### src/include/rv_core_defines.svh
`ifndef RV_CORE_DEFINES_SVH
`define RV_CORE_DEFINES_SVH

// data and address width.
`define RV_XLEN 32

// rv32e has 16 integer registers.
`define RV_REG_AW 4
`define RV_NUM_REGS 16

// data memory size in 32-bit words.
`define RV_DMEM_WORDS 256

`endif

### src/verilog/reg_file.sv
`timescale 1ns/1ns
`default_nettype none

`include "rv_core_defines.svh"

module reg_file (
	input  wire logic                  clock,
	input  wire logic                  rst,
	input  wire logic [`RV_REG_AW-1:0] rs1,
	input  wire logic [`RV_REG_AW-1:0] rs2,
	output logic      [`RV_XLEN-1:0]   rs1_val,
	output logic      [`RV_XLEN-1:0]   rs2_val,
	input  wire logic                  wb_en,
	input  wire logic [`RV_REG_AW-1:0] wb_rd,
	input  wire logic [`RV_XLEN-1:0]   wb_data
);

	logic [`RV_XLEN-1:0] regs [`RV_NUM_REGS];

	always_ff @(posedge clock) begin
		if (rst) begin
			for (int i = 0; i < `RV_NUM_REGS; i++) begin
				regs[i] <= '0;
			end
		end else if (wb_en && (wb_rd != '0)) begin
			regs[wb_rd] <= wb_data;  // x0 stays zero.
		end
	end

	// same-cycle writeback is forwarded to the readers.
	assign rs1_val = (rs1 == '0) ? '0 :
	                 (wb_en && (wb_rd == rs1)) ? wb_data : regs[rs1];
	assign rs2_val = (rs2 == '0) ? '0 :
	                 (wb_en && (wb_rd == rs2)) ? wb_data : regs[rs2];

endmodule

`default_nettype wire

### config.mk
export PLATFORM = sky130hd
export DESIGN_NAME = reg_file
export DESIGN_NICKNAME = d
export VERILOG_FILES = /design/src/verilog/reg_file.sv
export VERILOG_INCLUDE_DIRS = /design/src /design/src/include
export SDC_FILE = /design/constraint.sdc
export NUM_CORES = 1
export LEC_CHECK = 0
export BUFFER_PORTS_ARGS = -buffer_cell sky130_fd_sc_hd__buf_2
export CAP_MARGIN = 5
export CORE_MARGIN = 1.5
export CORE_UTILIZATION = 55
export DETAILED_ROUTE_END_ITERATION = 10
export PLACE_DENSITY = 0.74
export RECOVER_POWER = 50
export SETUP_SLACK_MARGIN = 0.3
export SLEW_MARGIN = 10
export SYNTH_ARGS = -nofsm -noshare
export SYNTH_HDL_FRONTEND = slang
export SYNTH_SLANG_ARGS = --single-unit
### constraint.sdc
create_clock -name clock -period 2.1 [get_ports clock]
set_input_delay 0.42 -clock clock [delete_from_list [all_inputs] [get_ports clock]]
set_output_delay 0.42 -clock clock [all_outputs]
set_load 0.05 [all_outputs]
-- Word-level counts from Yosys, hierarchy flattened
Memories as Yosys holds them, arrays and structs flattened.
Index checks and enable logic that the tools add are counted.
- divide/modulo/power cells: 0
- $add $sub $neg: 0
- eq/ne operators: 2
- bitwise gates (word level): 0
- shifts and indexed selects: 0
- mux-type cells: 12
- magnitude comparators: 0
- reduce and logical (&&, ||, !) cells: 7
- multiply operators: 0
- operators by type and width (kind ; count):
    two-way mux 32 bit ; 5
    OR reduction 32 bit ; 1
    == test 4 bit ; 2
    zero test 4 bit ; 2
    two-way mux 1 bit ; 6
    two-way mux 4 bit ; 1
    nonzero test 4 bit ; 1
    logical AND 1 bit ; 3
- memories kept: 1
- register bits: 0
- bits in writable memories: 512
- input port bits: 47
- logic and storage cells: 22
- output and inout bits: 64
- ROM bits: 0
- bits in latches: 0
- memory list (name ; words ; bits a word ; rd ports ; clocked after Yosys merged registers in ; wr ports ; line ; RTL):
    regs ; 16 ; 32 ; 2 ; 0 ; 16 ; reg_file.sv:18 ; logic [`RV_XLEN-1:0] regs [`RV_NUM_REGS];

-- Logic depth before layout (Yosys ltp)
- depth after elaboration: 7
- mapped depth: 7
- mapped depth without buffers: 4

-- Least setup slack after synthesis
OpenSTA, ideal clock, no wires.
- path kind: input -> output
- from: input port rs2[1]
- to: output port rs2_val[21]
- data arrival time: 1952 ps
- required time: 1680 ps
- setup slack: -272 ps
- stages: 6
- path buffers: 2
- cells stage by stage: buf_6 buf_2 mux4_2 nand2b_1 nand3b_1 a32o_1
- longest elaborated chain between the ends: 4
- elaborated cells between the ends (all ways): 6
- classes of those cells: 1 x eq/ne; 2 x mux; 2 x reduce/logical; 1 x memory
- RTL lines (element ; line ; RTL):
    from (decl) ; reg_file.sv:10 ; input wire logic [`RV_REG_AW-1:0] rs2,
    parallel branches: the longest is 3 deep, another holds memory read (16 x 32 bit) ; - ;
    two-way mux 32 bit * ; reg_file.sv:33 ; assign rs2_val = (rs2 == '0) ? '0 :
    to (decl) ; reg_file.sv:12 ; output logic [`RV_XLEN-1:0] rs2_val,
Mark *: on every way between the ends.

==> results.json <==
{
  "gr-usage-met1_pct": 42.3,
  "p_sw_mw": 6.95,
  "syn-cell-area_um2": 28100,
  "hold_violations": 0,
  "multiInputGateArea_um2": 12200,
  "pre_cts_ws_ps": -604,
  "place_inst": 2687,
  "hold_slack_ps": 217,
  "powerDensity_nw_per_um2": 799,
  "cts_tree": "done",
  "finalCriticalPeriod_ps": 2730,
  "viasPerCell": 6.52,
  "grt.total_usage_pct": 32.1,
  "largest_reg_flops": 512,
  "seq_area_frac_synth_pct": 54.7,
  "crit_buf_inv": 1,
  "path_clk_slew_ps": 70,
  "fillers": 3507,
  "grt_pass1_vias": 19000,
  "yosysWarnings": 0,
  "cp.arrival_ps": 2310,
  "first_iter_violations": 2225,
  "clock-sinks": 512,
  "worstSetupEndpoint": "rs2_val[7]",
  "p_int_mw": 19.8,
  "min_path_type": "primary input to register",
  "row_count": 82,
  "design.core.area_um2": 50300,
  "maxCapViolCount": 1,
  "avgSynthCellArea_um2": 15.0,
  "htree_levels": 2,
  "cts_setup_buffers": 0,
  "postRouteAntennaNets": 0,
  "synth.ff_latch_count": 512,
  "drcViolationCount": 0,
  "finalNonFillerCells": 2789,
  "grtUsageMet3_pct": 5.22,
  "worstPathMaxFanout": 2,
  "num_io_pins": 111,
  "status": "finished, violations left",
  "use_met2_pct": 54.3,
  "drtPass1Iterations": 5,
  "hp-start": "wb_data[8]",
  "drive_gt1_share_pct": 35.0,
  "initial_utilization_pct": 55.9,
  "synth_cells": 1871,
  "worstPathCellList": "mux4_2 > mux2i_4 > nand2_1 > a32o_2 > buf_6",
  "worst_pin_slew_ps": 1690,
  "power_leakage_nw": 12.1,
  "reg_top3": "regs x512",
  "die_h_um": 229,
  "crit_family": "multiplexers",
  "cp.depth": 5,
  "seqCellArea_um2": 15400,
  "endpoint_kind": "output port",
  "power_frac_comb_pct": 17.7,
  "slew_headroom_pct": -12.6,
  "port_buffers": 110,
  "violations": "max-capacitance violations, max-slew violations, negative setup slack",
  "drv_slew": 48,
  "seq_power_share_pct": 45.5,
  "wl_um": 82800,
  "clockBufferDepth": 3,
  "grt_pass1_wl_um": 123000,
  "fp.dieW_um": 229,
  "fmax_mhz": 367,
  "gr-total-overflow": 0,
  "grt_max_degree": 48,
  "final_nets": 2118,
  "cts_inserted_buffers": 54,
  "post-route-period-util_pct": 130,
  "crit_path_start_kind": "register",
  "critPathLaunch": "regs[15][7]",
  "cp_slowest_cell": "mux4_2",
  "regMostFlops": "regs",
  "p_sw_share_pct": 26.0,
  "worst_ep_required_time_ps": 1680,
  "clkPwrFrac_pct": 36.8,
  "vias": 18200,
  "place_congestion": 0.856,
  "ctsRootBufferMaster": "clkbuf_16",
  "setup_viol": 544,
  "rsz0062_at_grt": "yes",
  "wl_per_cell_um": 29.7,
  "antenna_found_initial": 3,
  "dp_hpwl_um": 52700,
  "critPathKind": "register to output port",
  "max_stage_delay_ps": 530,
  "area_growth_syn_to_layout_pct": 18.9,
  "synthDistinctLibCells": 27,
  "die-area_um2": 52500,
  "fin_ws_ps": -627,
  "busiest_layer": "met2",
  "max-vdd-ir-drop_mv": 0.662
}
==> what timing repair did <==
item                                    in CTS  in global routing
hold buffers                                 0                  0
pin swaps                                   59                 20
resized for setup                          138                 13
endpoints found under the setup margin      64                 64
==> how the worst min path moves through the flow <==
stage,end,slack (ps),depth (start not counted)
after detailed placement,regs[14][8],830,2
final,regs[10][8],220,2
after global routing,regs[11][8],200,2
after CTS,regs[11][8],190,2
after floorplan,regs[13][0],620,1
after global placement,regs[11][8],830,2
==> power groups by stage <==
stage	clock network (mW)	logic, mW	registers [mW]
finish	9.83	4.74	12.2
global route	10.3	4.92	12.2
CTS	9.87	4.70	12.1
detailed placement	0	4.37	12.3
global placement	0	4.31	12.3
floorplan	0	2.94	12.2
==> cells in the mapped netlist, drive strengths merged <==
cell type,n,area share (%)
xnor2,2,0.062
clkbuf,118,1.6
a22o,2,0.062
nand2,126,1.7
nor4,2,0.089
a32o,62,2.2
mux2i,68,2.4
conb,1,0.013
and4b,2,0.071
nand3,1,0.018
a31oi,2,0.044
nand3b,64,1.7
nor2b,1,0.022
buf,69,1.9
or2,15,0.33
xor2,6,0.19
edfxtp,512,55
nor3,5,0.11
mux4,256,21
nor2,13,0.17
nand2b,64,1.4
and2,480,11
==> routing by layer <==
metal,up-vias,wire [um]
li1,7505,-
met1,9430,30300
met2,1070,41700
met3,182,7790
met4,0,3040
met5,-,0
==> metrics by stage <==
stage                     power, mW  util (%)  instance area [um^2]  setup TNS (ps)
after floorplan                15.2         -                 28500           -7130
after global placement         16.6      62.2                 31200          -30680
after detailed placement       16.7      62.2                 31200          -38320
after global routing           27.4      66.5                 33400         -152040
final                          26.7      66.5                 33400         -112020
after CTS                      26.7      66.7                 33500          -33700
==> area by class of cell <==
class | instances | area share, %
multi-input combinational | 1203 | 36.4
sequential | 512 | 46.0
antenna | 2 | 0.0150
clock buffer | 60 | 4.17
clock inverter | 40 | 1.19
tap | 672 | 2.51
timing repair buffer | 300 | 9.72
==> logic make-up (layout without fill, tap and decap cells) <==
logic type	after synthesis	in the layout	share of synthesized area [%]
DFF	512	512	54.7
other	1	34	0.0133
and+or+nand+nor	773	773	16.3
muxes	324	324	22.9
xor gates and xnor gates	8	8	0.249
buffers and inverters	187	400	3.51
AOI/OAI and AO/OA	66	66	2.31
==> placed cells by master, fill, tap and decap left out, types with 15 or more instances in the layout <==
cell	n
edfxtp_1	512
and2_1	375
mux4_2	256
nand2_1	123
and2_0	105
buf_4	96
buf_12	73
nand2b_1	64
nand3b_1	64
a32o_2	62
buf_6	59
clkbuf_16	55
mux2i_1	51
buf_2	38
conb_1	32
clkbuf_2	24
clkinv_2	16
or2_4	15
Power figures use the tool's default switching activity.
