## src/include/rv_core_defines.svh

```systemverilog
`ifndef RV_CORE_DEFINES_SVH
`define RV_CORE_DEFINES_SVH

// data and address width.
`define RV_XLEN 32

// rv32e has 16 integer registers.
`define RV_REG_AW 4
`define RV_NUM_REGS 16

// data memory size in 32-bit words.
`define RV_DMEM_WORDS 256

`endif

```

## src/verilog/rv_core_pkg.sv

```systemverilog
`default_nettype none

`include "rv_core_defines.svh"

package rv_core_pkg;

	localparam int num_ops  = 10;
	localparam int num_fmts = 6;

	// bit positions in the one-hot opcode type.
	typedef enum int unsigned {
		op_lui = 0,
		op_auipc,
		op_jal,
		op_jalr,
		op_beq,
		op_lw,
		op_sw,
		op_addi,
		op_add,
		op_system
	} op_idx;

	typedef enum int unsigned {
		fmt_r = 0,
		fmt_i,
		fmt_s,
		fmt_b,
		fmt_u,
		fmt_j
	} fmt_idx;

	typedef struct packed {
		logic [31:0]         inst;
		logic [`RV_XLEN-1:0] pc;
	} fetch_t;

	typedef struct packed {
		logic [`RV_XLEN-1:0]   pc;
		logic [num_ops-1:0]    opcode_type;
		logic [2:0]            funct3;
		logic [6:0]            funct7;
		logic [`RV_REG_AW-1:0] rd;
		logic [`RV_XLEN-1:0]   rs1_val;
		logic [`RV_XLEN-1:0]   rs2_val;
		logic [`RV_XLEN-1:0]   imm;
		logic                  reg_wen;
		logic                  ecall;
		logic                  mret;
		logic                  fencei;
	} decoded_t;

	typedef struct packed {
		logic [`RV_XLEN-1:0]   pc;
		logic [`RV_REG_AW-1:0] rd;
		logic                  reg_wen;
		logic                  is_load;
		logic                  is_store;
		logic [`RV_XLEN-1:0]   result;  // alu result or memory address.
		logic [`RV_XLEN-1:0]   store_data;
		logic                  ecall;
		logic                  mret;
		logic                  fencei;
	} exec_t;

	typedef struct packed {
		logic [`RV_XLEN-1:0]   pc;
		logic [`RV_REG_AW-1:0] rd;
		logic                  reg_wen;
		logic [`RV_XLEN-1:0]   data;
		logic                  ecall;
		logic                  mret;
		logic                  fencei;
	} retire_t;

endpackage

`default_nettype wire

```

## src/verilog/decode_stage.sv

```systemverilog
`timescale 1ns/1ns
`default_nettype none

`include "rv_core_defines.svh"

module decode_stage (
	input  wire logic                  clock,
	input  wire logic                  rst,

	input  wire logic                  fetch_valid,
	input  wire rv_core_pkg::fetch_t   fetch,
	output logic                       fetch_ready,

	output logic      [`RV_REG_AW-1:0] rs1,
	output logic      [`RV_REG_AW-1:0] rs2,
	input  wire logic [`RV_XLEN-1:0]   rs1_val,
	input  wire logic [`RV_XLEN-1:0]   rs2_val,

	input  wire logic [`RV_REG_AW-1:0] exe_rd,
	input  wire logic                  exe_reg_wen,
	input  wire logic [`RV_REG_AW-1:0] mem_rd,
	input  wire logic                  mem_reg_wen,
	input  wire logic                  redirect,

	output logic                       dec_valid,
	output rv_core_pkg::decoded_t      dec_bundle
);

	import rv_core_pkg::*;

	logic [31:0]           inst_q;
	logic [`RV_XLEN-1:0]   pc_q;
	logic                  full_q;
	logic                  started_q;
	logic                  accept;

	logic [6:0]            opcode;
	logic [num_ops-1:0]    op;
	logic [num_fmts-1:0]   fmt;
	logic [`RV_REG_AW-1:0] rd;
	logic [`RV_XLEN-1:0]   imm;
	logic                  writes_rd;
	logic                  need_rs2;
	logic                  exe_hit;
	logic                  mem_hit;

	// a flush frees the slot for the redirect target.
	assign fetch_ready = started_q & (~full_q | dec_valid | redirect);
	assign accept      = fetch_valid & fetch_ready;

	always_ff @(posedge clock) begin
		if (rst) begin
			full_q    <= 1'b0;
			started_q <= 1'b0;
		end else begin
			started_q <= 1'b1;
			if (accept) begin
				full_q <= 1'b1;
			end else if (dec_valid | redirect) begin
				full_q <= 1'b0;
			end
		end
	end

	always_ff @(posedge clock) begin
		if (accept) begin
			inst_q <= fetch.inst;
			pc_q   <= fetch.pc;
		end
	end

	assign opcode = inst_q[6:0];
	assign rs1    = inst_q[18:15];
	assign rs2    = inst_q[23:20];
	assign rd     = inst_q[10:7];

	assign op[op_lui]    = (opcode == 7'b0110111);
	assign op[op_auipc]  = (opcode == 7'b0010111);
	assign op[op_jal]    = (opcode == 7'b1101111);
	assign op[op_jalr]   = (opcode == 7'b1100111);
	assign op[op_beq]    = (opcode == 7'b1100011);
	assign op[op_lw]     = (opcode == 7'b0000011);
	assign op[op_sw]     = (opcode == 7'b0100011);
	assign op[op_addi]   = (opcode == 7'b0010011);
	assign op[op_add]    = (opcode == 7'b0110011);
	assign op[op_system] = (opcode == 7'b1110011);

	assign fmt[fmt_r] = op[op_add];
	assign fmt[fmt_i] = op[op_jalr] | op[op_lw] | op[op_addi] | op[op_system];
	assign fmt[fmt_s] = op[op_sw];
	assign fmt[fmt_b] = op[op_beq];
	assign fmt[fmt_u] = op[op_lui] | op[op_auipc];
	assign fmt[fmt_j] = op[op_jal];

	always_comb begin
		if (fmt[fmt_i]) begin
			imm = {{20{inst_q[31]}}, inst_q[31:20]};
		end else if (fmt[fmt_s]) begin
			imm = {{20{inst_q[31]}}, inst_q[31:25], inst_q[11:7]};
		end else if (fmt[fmt_b]) begin
			imm = {{20{inst_q[31]}}, inst_q[7], inst_q[30:25], inst_q[11:8], 1'b0};
		end else if (fmt[fmt_u]) begin
			imm = {inst_q[31:12], 12'b0};
		end else if (fmt[fmt_j]) begin
			imm = {{12{inst_q[31]}}, inst_q[19:12], inst_q[20], inst_q[30:21], 1'b0};
		end else begin
			imm = '0;
		end
	end

	// writes to x0 are dropped here.
	assign writes_rd = ((fmt[fmt_i] & ~op[op_system]) | fmt[fmt_u] | fmt[fmt_j] | fmt[fmt_r])
	                   & (rd != '0);

	// raw check against what is still in execute and mem.
	assign need_rs2 = op[op_beq] | op[op_sw] | op[op_add];
	assign exe_hit  = exe_reg_wen & (exe_rd != '0) &
	                  ((exe_rd == rs1) | (need_rs2 & (exe_rd == rs2)));
	assign mem_hit  = mem_reg_wen & (mem_rd != '0) &
	                  ((mem_rd == rs1) | (need_rs2 & (mem_rd == rs2)));

	assign dec_valid = full_q & ~exe_hit & ~mem_hit & ~redirect;

	always_comb begin
		dec_bundle.pc          = pc_q;
		dec_bundle.opcode_type = op;
		dec_bundle.funct3      = inst_q[14:12];
		dec_bundle.funct7      = inst_q[31:25];
		dec_bundle.rd          = rd;
		dec_bundle.rs1_val     = rs1_val;
		dec_bundle.rs2_val     = rs2_val;
		dec_bundle.imm         = imm;
		dec_bundle.reg_wen     = writes_rd;
		dec_bundle.ecall       = (inst_q == 32'h00000073);
		dec_bundle.mret        = (inst_q == 32'h30200073);
		dec_bundle.fencei      = (opcode == 7'b0001111);
	end

endmodule

`default_nettype wire

```

## config.mk

```make
export PLATFORM = sky130hd
export DESIGN_NAME = decode_stage
export DESIGN_NICKNAME = d
export VERILOG_FILES = /design/src/verilog/rv_core_pkg.sv /design/src/verilog/decode_stage.sv
export VERILOG_INCLUDE_DIRS = /design/src /design/src/include
export SDC_FILE = /design/constraint.sdc
export NUM_CORES = 1
export LEC_CHECK = 0
export ABC_AREA = 1
export BUFFER_PORTS_ARGS = -buffer_cell sky130_fd_sc_hd__buf_4
export CAP_MARGIN = 10
export CORE_AREA = 2 2 121 123
export DETAILED_ROUTE_END_ITERATION = 10
export DIE_AREA = 0 0 123 125
export HOLD_SLACK_MARGIN = 0.05
export PLACE_DENSITY = 0.61
export SYNTH_ARGS = -nofsm -noshare
export SYNTH_HDL_FRONTEND = slang
export SYNTH_SLANG_ARGS = --single-unit
```

## constraint.sdc

```tcl
create_clock -name clock -period 6.4 [get_ports clock]
set_clock_uncertainty 0.05 [all_clocks]
set_input_delay 1.28 -clock clock [delete_from_list [all_inputs] [get_ports clock]]
set_output_delay 1.28 -clock clock [all_outputs]
set_load 0.02 [all_outputs]
```

Word-level counts from Yosys, hierarchy flattened --
Cells that the tools add are included.
Word-level totals: register bits 66, bits of input ports 142, output and inout port bits 166, logic and storage cells 65
Operators by class: eq/ne operators 17, multiplexer cells 8, bitwise gates (word level) 32, reductions and logical operators 4
Operator list (count):
- 32-bit two-way mux | 5
- 32-bit by 30-bit equality test with 1-bit output (second input constant) | 1
- 32-bit by 7-bit equality test with 1-bit output (second input constant) | 1
- 7-bit equality test (second input constant) | 4
- 7-bit by 6-bit equality test with 1-bit output (second input constant) | 3
- 4-bit equality test | 4
- 7-bit by 5-bit equality test with 1-bit output (second input constant) | 2
- 1-bit OR | 14
- 1-bit AND | 13
- 4-bit nonzero test | 3
- 7-bit by 2-bit equality test with 1-bit output (second input constant) | 1
- 7-bit by 4-bit equality test with 1-bit output (second input constant) | 1
- 1-bit NOT | 5
- 1-bit two-way mux | 3
- 2-bit nonzero test | 1

Depth between registers and ports, before layout --
Gate-level depths: netlist of run 1.
depth after elaboration 15, depth in mapped cells 13, depth with buffers taken out 13

Worst setup path after synthesis of run 1 --
No wires, ideal clock.
path type input port to flip-flop, from in mem_rd[3], to reg inst_q[0] (enable), setup time 564 ps, arrival 6154 ps, data required time 5786 ps, setup slack -368 ps, cell stages on the path 12, buffers on the path 0, cell sequence inv_1 > nand2_1 > nand2_1 > nand2_1 > nor2_1 > nand2_1 > nand2_1 > nand2_1 > nand3_1 > nand2_1 > inv_1 > nor3_1
Between the ends: cells in the longest elaborated chain, start to end 11, elaborated cells on any way between the ends 14, those cells by class eq/ne (2); bitwise (11); reduce/logical (1)
RTL lines:
- start, declared | line decode_stage.sv:21 | input wire logic [`RV_REG_AW-1:0] mem_rd,
- 4-bit equality test | line decode_stage.sv:120 | ((mem_rd == rs1) | (need_rs2 & (mem_rd == rs2)));
- 1-bit AND | line decode_stage.sv:120
- 1-bit OR | line decode_stage.sv:120
- 1-bit AND * | line decode_stage.sv:119 | assign mem_hit = mem_reg_wen & (mem_rd != '0) &
- 1-bit NOT * | line decode_stage.sv:122 | assign dec_valid = full_q & ~exe_hit & ~mem_hit & ~redirect;
- 1-bit AND * (2 in a row) | line decode_stage.sv:122
- 1-bit OR * (2 in a row) | line decode_stage.sv:48 | assign fetch_ready = started_q & (~full_q | dec_valid | redirect);
- 1-bit AND * | line decode_stage.sv:48
- 1-bit AND * | line decode_stage.sv:49 | assign accept = fetch_valid & fetch_ready;
- named net accept | line decode_stage.sv:35 | logic accept;
- end signal, assigned | line decode_stage.sv:67 | inst_q <= fetch.inst;
- end, declared | line decode_stage.sv:31 | logic [31:0] inst_q;
The timed path passes the listed nets; every way through them passes the cells marked *. A chain may end at the register's enable or synchronous reset.

==> results of run 1 <==
-- stage by stage --
step | cell area [um^2] | setup slack, ns | total power, W
after global routing | 4840 | 2.40 | 0.00120
final | 4840 | 2.60 | 0.00116
after global placement | 4530 | 2.73 | 0.000653
after detailed placement | 4530 | 2.71 | 0.000656
after floorplan | 3610 | 1.61 | 0.000641
after CTS | 4840 | 2.60 | 0.00117
-- where the power goes --
group / internal (W) / switching [W] / leakage, nW
registers: 0.000498 / 0.0000129 / 0.615
clock network: 0.000340 / 0.000178 / 0.153
logic: 0.0000636 / 0.0000705 / 1.46
total: 0.000902 / 0.000261 / 2.23
-- final cells by class --
cell class | count | area, um^2
sequential | 66 | 1960
fill | 1433 | 9360
multi-input combinational | 146 | 805
clock inverter | 5 | 78.8
inverter | 48 | 180
tap | 184 | 230
clock buffer | 11 | 233
timing repair buffer | 180 | 1350
-- layout by cell type, fill, tap and decap left out, types with 3 or more instances in the layout --
master | Yosys | final
clkbuf_16 | 0 | 9
xor2_1 | 4 | 4
nor2_1 | 26 | 26
nor3_1 | 5 | 4
xnor2_1 | 4 | 4
nand2_1 | 49 | 49
nand3_1 | 9 | 9
inv_2 | 4 | 4
nor3_2 | 3 | 3
inv_1 | 44 | 44
o21ai_2 | 12 | 12
nor4_1 | 3 | 3
nor2_4 | 3 | 3
o22ai_1 | 3 | 3
buf_4 | 87 | 180
edfxtp_1 | 64 | 64
nand4_1 | 3 | 3
nor2_2 | 3 | 3
o21ai_0 | 9 | 9
-- final timing paths --
path	start	end	slack, ns	depth (start not counted)
setup / recovery	inst_q[4]$_DFFE_PP_	dec_bundle[22]	2.60	7
hold / removal	started_q$_DFF_P_	inst_q[20]$_DFFE_PP_	0.60	2
setup reg to reg	inst_q[21]$_DFFE_PP_	inst_q[7]$_DFFE_PP_	3.65	12
hold reg to reg	started_q$_DFF_P_	inst_q[20]$_DFFE_PP_	0.60	2
-- worst min-delay path, delay by kind of cell (launching register included) --
kind,cells,cell delay [ns]
AND/OR/NAND/NOR,1,0.06
flip-flops,1,0.29
buffers and inverters,1,0.13
-- registers in the layout, summed over array words and instances (netlist names) --
register and count:
inst_q 32, started_q 1, full_q 1, pc_q 32
-- cells by family after synthesis --
group | share of synthesized area, %
simple gates | 14.0
buf+inv | 23.5
compound gates | 6.08
flops | 54.4
xor+xnor | 1.94
-- routing by layer --
layer / vias to the layer above / track usage [%] / wire (um)
met5: - / 0 / 0
met4: 0 / 10.2 / 705
met3: 43 / 9.67 / 2000
met2: 198 / 28.2 / 6570
met1: 1201 / 14.1 / 3770
li1: 1257 / - / -
==> metrics.txt, run 1 <==
grt total ovfl 0; Final period util 59.4%; status finished clean; top cell types by occurrence after synthesis 87 x buf_4, 64 x edfxtp_1, 49 x nand2_1; Antenna Cells 0; ys async rst share 0%; Syn Std Cell Area 0.00360 mm^2; Vias/cell 4.22; leading area contributor after synthesis edfxtp_1; die footprint 0.0154 mm^2; core footprint 0.0142 mm^2; final hold vios 0; via count 2699; post_cts resized 0; CTS tree done; Inst Count DP 624; DR iter-0 viols 102; Setup crit end kind output port; total CTS buffers 9; Layout Cells excl Fill 640; I/O pin total 308; antenna violations before repair 0; Worst EP arrival 2.47 ns; Reg clk slew, reported paths 0.05 ns; Final setup violation count 0; Syn Inst Count 349; num rows 44; Primary FF master, synth edfxtp_1; HPWL Detailed 10900 um; DRT Wirelength 13000 um; Hold Crit Class register to register; post-synth net total 491; Synth warnings 0; routed len/inst 20.4 um; Final TNS setup 0 ns; Buf/Inv on CP 3; vias in the first global route 2775; crit-path max cell delay 0.59 ns; number of routed nets with antenna violations 0; CTS sink cnt 66; post-synthesis sequential area ratio 54.4%; total track usage 16.4%; actual slew at the worst max-slew pin 0.809 ns; Pwr Density 240 mW/mm^2; Leakage 2.23 nW; Crit path required time 5.07 ns; Worst setup SP type register; Max VDD drop 0.161 mV; Worst-Skew Late Latency 0.33 ns; Worst path slowest cell nand2_1; critical path class register to output port; first-pass GRT wire length 17900 um; FF+latch count, synth 66; die width 123 um; min Tclk post-route 3.80 ns; Final Util 34.1%; I/O Buffers 179; Distinct cells, synth 28; share of cells above drive strength 1 49.1%; number of nets in the layout 593; crit path max fanout 14; Slew HR 46.1%; syn_area_per_cell 10.3 um^2; post-CTS setup buffer count 0; final RePlAce weighted congestion 0.801; Synth area leaders edfxtp_1 53%, buf_4 18%, nand2_1 5.1%; most frequent cell after synthesis buf_4; delay-heaviest family, CP simple AND/OR/NAND/NOR gates; hold slack 0.599 ns; RSZ-0062 raised after global routing false; top-area cell type share of the netlist area 53.3%; pin count of the biggest net entering global routing 64; Starting Density 25.4%; first-pass detailed-route iteration total 4; Layout area overhead 34.3%; hold_buf cts 0; max_cap viols 0; drt drc 0; Max Root-Sink Buffers 2; Die H 125 um; critical path cell sequence inv_1 -> nor2_1 -> nand2_1 -> nand2_1 -> inv_1 -> o21ai_0 -> buf_4; Slew Limit Fails 0; H-tree depth 3; Fmax 263 MHz; Root Buffer clkbuf_16; number of flops mapped to enable cells by yosys 64
No activity file was read; power rests on OpenSTA's default activity.
==> inputs of run 2 (changes only) <==
- clock period: 6.4 -> 3.4 ns (I/O delays scaled with it)
==> metrics.txt, run 2 (synthesized netlist as in run 1, its figures left out) <==
Largest regs inst_q x32, pc_q x32 (unchanged); HPWL Detailed 10900 um (about the same); Hold Path Stages 2 (unchanged); Max VDD drop 0.359 mV (was 0.161 mV); crit-path max cell delay 0.49 ns (was 0.59 ns); core footprint 0.0142 mm^2 (unchanged); hold_buf cts 0 (unchanged); final hold vios 0 (unchanged); Vias/cell 4.25 (was 4.22); routed len/inst 20.3 um (was 20.4 um); Starting Density 25.4% (unchanged); antenna violations before repair 0 (unchanged); Final Util 34.0% (was 34.1%); critical path class register to output port (unchanged); Final TNS setup 0 ns (unchanged); worst setup margin 0.333 ns (was 2.60 ns); HP Start rst (was started_q$_DFF_P_); Antenna Cells 0 (unchanged); final RePlAce weighted congestion 0.786 (was 0.801); Root Buffer clkbuf_16 (unchanged); total CTS buffers 9 (unchanged); CTS sink cnt 66 (unchanged); Worst-Skew Late Latency 0.33 ns (about the same); Setup crit end kind output port (unchanged); die footprint 0.0154 mm^2 (unchanged); Die H 125 um (unchanged); drt drc 0 (unchanged); flop-to-flop setup slack 0.95 ns (was 3.65 ns); Reg-to-Reg Start inst_q[20]$_DFFE_PP_ (was inst_q[21]$_DFFE_PP_); Reg clk slew, reported paths 0.06 ns (was 0.05 ns); Worst setup SP type register (unchanged); Fmax 326 MHz; die width 123 um (unchanged); max_cap viols 0 (unchanged); Final setup violation count 0 (unchanged); I/O pin total 308 (unchanged); hold endpoint started_q$_DFF_P_ (was inst_q[20]$_DFFE_PP_); number of nets in the layout 594 (was 593); Slew Limit Fails 0 (unchanged); Leakage 2.22 nW (was 2.23 nW); RSZ-0062 raised after global routing false (unchanged); Max Root-Sink Buffers 2 (unchanged); fillers 1453 (was 1433); Slew HR 69.4% (was 46.1%); I/O Buffers 179 (unchanged); vias in the first global route 2927 (was 2775); critical path cell sequence inv_2 -> nor3_2 -> inv_2 -> nor2_1 -> nor2_2 -> inv_2 -> o21ai_2 -> o21ai_0 -> buf_4 (was inv_1 -> nor2_1 -> nand2_1 -> nand2_1 -> inv_1 -> o21ai_0 -> buf_4); CTS tree done (unchanged); Worst path slowest cell edfxtp_1 (was nand2_1); area of the multi-input gates 805 um^2 (unchanged); reg2reg end inst_q[12]$_DFFE_PP_ (was inst_q[7]$_DFFE_PP_); share of cells above drive strength 1 48.9% (was 49.1%); first-pass GRT wire length 18300 um (was 17900 um); actual slew at the worst max-slew pin 0.455 ns (was 0.809 ns); number of routed nets with antenna violations 0 (unchanged); Reg2Reg Depth 12 (unchanged); Layout area overhead 33.9% (was 34.3%); Setup WS pre-CTS 0.673 ns (was 2.71 ns); pin count of the biggest net entering global routing 64 (unchanged); num rows 44 (unchanged); Worst EP arrival 2.34 ns (was 2.47 ns); most frequent cells in the layout 180 x buf_4, 64 x edfxtp_1, 49 x nand2_1, 44 x inv_1, 26 x nor2_1 (unchanged); first-pass detailed-route iteration total 4 (unchanged); Final period util 90.2%; Pwr Density 435 mW/mm^2 (was 240 mW/mm^2); DR iter-0 viols 117 (was 102); DRT Wirelength 13000 um (about the same); Hold Crit Class input pin to register (was register to register); Sequential Area 0.00196 mm^2 (unchanged); status finished clean (unchanged); crit path max fanout 8 (was 14); post_cts resized 0 (unchanged); min Tclk post-route 3.07 ns; H-tree depth 3 (unchanged); via count 2718 (was 2699); most common cell after layout, fill and taps aside buf_4 (unchanged); cell mode on critical path inv_2; total track usage 16.5% (was 16.4%); grt total ovfl 0 (unchanged); Crit path required time 2.67 ns (was 5.07 ns); post-CTS setup buffer count 0 (unchanged)
[run 2: cell types whose count changed in the layout (fill, tap and decap cells not counted)]
cell	change
buf_12	+1
bufinv_16	-1
clkinv_1	+1
clkinv_4	-1
[run 2: area by class of cell]
type / count / area share, %
Clock buffer: 11 / 4.82
Clock inverter: 4 / 0.908
Inverter: 48 / 3.73
Multi-Input combinational cell: 146 / 16.7
Sequential cell: 66 / 40.7
Tap cell: 184 / 4.77
Timing Repair Buffer: 181 / 28.4
[run 2: power breakdown]
group / switching (W) / internal [W]
logic: 0.000136 / 0.000122
registers: 0.0000231 / 0.000937
clock network: 0.000325 / 0.000558
total: 0.000483 / 0.00162
[run 2: worst max-delay path: cells and delay by family, from the launching register on]
family                 cells  cell delay (ns)
AND/OR/NAND/NOR            3             0.43
flip-flops                 1             0.49
AO/OA/AOI/OAI              2             0.59
buffers and inverters      4             0.49
[run 2: worst max-delay path by stage]
| stage | start | end | slack (ns) | depth (start not counted) |
|---|---|---|---|---|
| 6_report | inst_q[5]$_DFFE_PP_ | dec_bundle[19] | 0.33 | 9 |
| 5_1_grt | inst_q[1]$_DFFE_PP_ | dec_bundle[19] | 0.14 | 9 |
| 4_1_cts | inst_q[5]$_DFFE_PP_ | dec_bundle[21] | 0.29 | 9 |
| 3_5_place_dp | inst_q[5]$_DFFE_PP_ | dec_bundle[19] | 0.67 | 9 |
| 3_3_place_gp | inst_q[6]$_DFFE_PP_ | dec_bundle[22] | 0.76 | 9 |
| 2_1_floorplan | mem_rd[3] | inst_q[0]$_DFFE_PP_ | 0.18 | 12 |
[run 2: layer usage]
layer / routed length (um) / up-vias / part of all wire, % / GRT usage (%)
li1: - / 1260 / - / -
met5: 0 / - / 0 / 0
met4: 251 / 0 / 1.9 / 6.22
met2: 6830 / 186 / 52 / 29.5
met1: 4100 / 1248 / 31 / 16.1
met3: 1840 / 24 / 14 / 8.26
[run 2: metrics by stage]
stage | cell area [um^2] | total power (W) | hold slack [ns] | cells
3_3_place_gp | 4550 | 0.00123 | 0.571 | 625
5_1_grt | 4820 | 0.00218 | 0.459 | 640
4_1_cts | 4820 | 0.00213 | 0.449 | 640
6_report | 4820 | 0.00210 | 0.467 | 640
2_1_floorplan | 3610 | 0.00121 | 0.547 | 349
3_5_place_dp | 4550 | 0.00124 | 0.593 | 625
==> inputs of run 3 (changes only) <==
- MAX_ROUTING_LAYER: default -> met4
==> metrics.txt, run 3 <==
Err [ERROR DRT-0255] Maze Route cannot find path of net rs1_val[15] in worker of routeBox ( 96600 0 ) ( 123000 48300 ).; pin count of the biggest net entering global routing 64 (unchanged); Synth area leaders edfxtp_1 53%, buf_4 18%, nand2_1 5.1% (unchanged); Max Root-Sink Buffers 2 (unchanged); antenna violations before repair 0 (unchanged); post-synth net total 491 (unchanged); die width 123 um (unchanged); top-area cell type share of the netlist area 53.3% (unchanged); Distinct cells, synth 28 (unchanged); final RePlAce weighted congestion 0.797 (was 0.786); I/O pin total 308 (unchanged); Setup WS pre-CTS 0.673 ns (unchanged); Primary FF master, synth edfxtp_1 (unchanged); vias in the first global route 2933 (was 2927); post-synthesis sequential area ratio 54.4% (unchanged); Syn Inst Count 349 (unchanged); Synth warnings 0 (unchanged); leading area contributor after synthesis edfxtp_1 (unchanged); hold_buf cts 0 (unchanged); Starting Density 25.4% (unchanged); Syn Std Cell Area 0.00360 mm^2 (unchanged); top cell types by occurrence after synthesis 87 x buf_4, 64 x edfxtp_1, 49 x nand2_1 (unchanged); ys async rst share 0% (unchanged); Root Buffer clkbuf_16 (unchanged); post-CTS setup buffer count 0 (unchanged); status did not finish (was finished clean); num rows 44 (unchanged); Fail Step detailed routing (5_2_route); first-pass GRT wire length 18200 um (was 18300 um); most frequent cell after synthesis buf_4 (unchanged); number of flops mapped to enable cells by yosys 64 (unchanged); total track usage 17.0% (was 16.5%); total CTS buffers 9 (unchanged); HPWL Detailed 10900 um (unchanged); CTS sink cnt 66 (unchanged); post_cts resized 0 (unchanged); grt total ovfl 0 (unchanged); Die H 125 um (unchanged); FF+latch count, synth 66 (unchanged); I/O Buffers 179 (unchanged); Inst Count DP 625 (unchanged); H-tree depth 3 (unchanged); syn_area_per_cell 10.3 um^2 (unchanged)
run 3: cells by family after synthesis:
group | share of synthesized area [%]
buf+inv | 23.5
flops | 54.4
xor+xnor | 1.94
simple gates | 14.0
compound gates | 6.08
run 3: per-layer routing:
metal,global-route usage [%]
met5,-
met4,6.22
met3,7.16
met2,29.4
met1,16.7
run 3: metrics by stage:
| stage | utilization (%) | hold WS, ns | cell area [um^2] |
|---|---|---|---|
| 3_3_place_gp | 32.0 | 0.571 | 4550 |
| 5_1_grt | 34.0 | 0.462 | 4820 |
| 3_5_place_dp | 32.0 | 0.593 | 4550 |
| 4_1_cts | 34.0 | 0.449 | 4820 |
| 2_1_floorplan | - | 0.547 | 3610 |
==> inputs of run 4 (changes only) <==
- CORE_AREA: 2 2 121 123 -> default
- CORE_UTILIZATION: default -> 20
- DIE_AREA: 0 0 123 125 -> default
- HOLD_SLACK_MARGIN: 0.05 -> default
- MAX_ROUTING_LAYER: met4 -> default
- PLACE_DENSITY: 0.61 -> default
- PLACE_DENSITY_LB_ADDON: default -> 0.15
- clock period: 3.4 -> 4.4 ns (I/O delays scaled with it)
==> metrics.txt, run 4 (synthesized netlist as in run 1, its figures left out) <==
status finished clean (was did not finish); first-pass GRT wire length 19000 um (was 18200 um); drt drc 0; DRT Wirelength 13800 um; Root Buffer clkbuf_16 (unchanged); Hold Crit Class register to register; Slew Limit Fails 0; critical path cell sequence nor3_2 -> nand2_1 -> nand2_1 -> inv_1 -> o21ai_0 -> buf_4; crit path max fanout 14; Worst setup SP type register; num rows 48 (was 44); Reg clk slew, reported paths 0.06 ns; DR iter-0 viols 116; Final TNS setup 0 ns; routed len/inst 20.2 um; Max VDD drop 0.211 mV; Setup crit end kind output port; Design Area, Final 0.00491 mm^2; Leakage 2.24 nW; vias in the first global route 2941 (was 2933); max_cap viols 0; total CTS buffers 9 (unchanged); Fmax 294 MHz; area post-placement 0.00459 mm^2 (was 0.00455 mm^2); number of nets in the layout 594; via count 2690; Vias/cell 3.94; Slew HR 53.6%; number of routed nets with antenna violations 0; H-tree depth 3 (unchanged); cell mode on critical path nand2_1; final RePlAce weighted congestion 0.730 (was 0.797); Final period util 77.3%; CTS sink cnt 66 (unchanged); total track usage 14.8% (was 17.0%); hold_buf cts 0 (unchanged); RSZ-0062 raised after global routing false; most common cell after layout, fill and taps aside buf_4; Worst-Skew Late Latency 0.34 ns; grt total ovfl 0 (unchanged); most frequent cells in the layout 181 x buf_4, 64 x edfxtp_1, 49 x nand2_1, 44 x inv_1, 26 x nor2_1; Layout area overhead 36.3%; crit-path max cell delay 0.44 ns; Max Root-Sink Buffers 2 (unchanged); core footprint 0.0174 mm^2; Antenna Cells 0; antenna violations before repair 0 (unchanged); Worst path slowest cell edfxtp_1; min Tclk post-route 3.40 ns; Pwr Density 354 mW/mm^2; critical path class register to output port; post_cts resized 0 (unchanged); Crit path required time 3.47 ns; pin count of the biggest net entering global routing 43 (was 64); HPWL Detailed 11700 um (was 10900 um); die width 136 um (was 123 um); Die H 136 um (was 125 um); die footprint 0.0186 mm^2; share of cells above drive strength 1 49.7%; delay-heaviest family, CP simple AND/OR/NAND/NOR gates; I/O pin total 308 (unchanged); CTS tree done; hold slack 0.606 ns; Final setup violation count 0; first-pass detailed-route iteration total 4; post-CTS setup buffer count 0 (unchanged); I/O Buffers 179 (unchanged); final hold vios 0; Largest regs inst_q x32, pc_q x32; actual slew at the worst max-slew pin 0.694 ns; Worst EP arrival 2.47 ns; Buf/Inv on CP 2; Starting Density 20.7% (was 25.4%)
## run 4: worst paths after layout
kind / from / endpoint / slack (ns) / cells past startpoint
hold reg to reg: started_q$_DFF_P_ / full_q$_SDFFE_PP0P_ / 0.61 / 4
setup / recovery: inst_q[3]$_DFFE_PP_ / dec_bundle[21] / 1.0 / 6
setup reg to reg: inst_q[21]$_DFFE_PP_ / inst_q[31]$_DFFE_PP_ / 1.89 / 12
hold / removal: started_q$_DFF_P_ / full_q$_SDFFE_PP0P_ / 0.61 / 4
## run 4: metal layers
layer	global-route usage (%)	share of wire, %	vias up	wire, um
met5	0.556	0	-	0
met4	6.36	3.0	0	410
met3	8.13	14	29	1870
met2	26.3	51	178	7000
met1	13.8	33	1223	4510
li1	-	-	1260	-
## run 4: power breakdown
| group | internal, W | switching (W) |
|---|---|---|
| Clock | 0.000500 | 0.000300 |
| Sequential | 0.000724 | 0.0000181 |
| Combinational | 0.0000933 | 0.000105 |
| Total | 0.00132 | 0.000423 |
## run 4: tightest hold or removal path, cell delays in order, from the launching register on
cell	delay [ns]
dfxtp_1	0.30
inv_1	0.12
o21ai_0	0.11
nand2_1	0.06
inv_1	0.03
## run 4: area by class of cell
cell class | instances | area [um^2]
Clock buffer | 9 | 225
Clock inverter | 7 | 98.8
Inverter | 48 | 180
Timing Repair Buffer | 181 | 1360
Fill cell | 1843 | 12500
Multi-Input combinational cell | 146 | 805
Sequential cell | 66 | 1960
Tap cell | 225 | 282
## run 4: per-stage QoR
step	setup slack [ns]	total power [W]	instances	utilization (%)
2_1_floorplan	0.00679	0.000932	349	-
3_3_place_gp	1.41	0.000958	666	26.3
3_5_place_dp	1.36	0.000958	666	26.3
4_1_cts	0.966	0.00177	682	28.2
5_1_grt	0.768	0.00180	682	28.2
6_report	0.999	0.00174	682	28.2
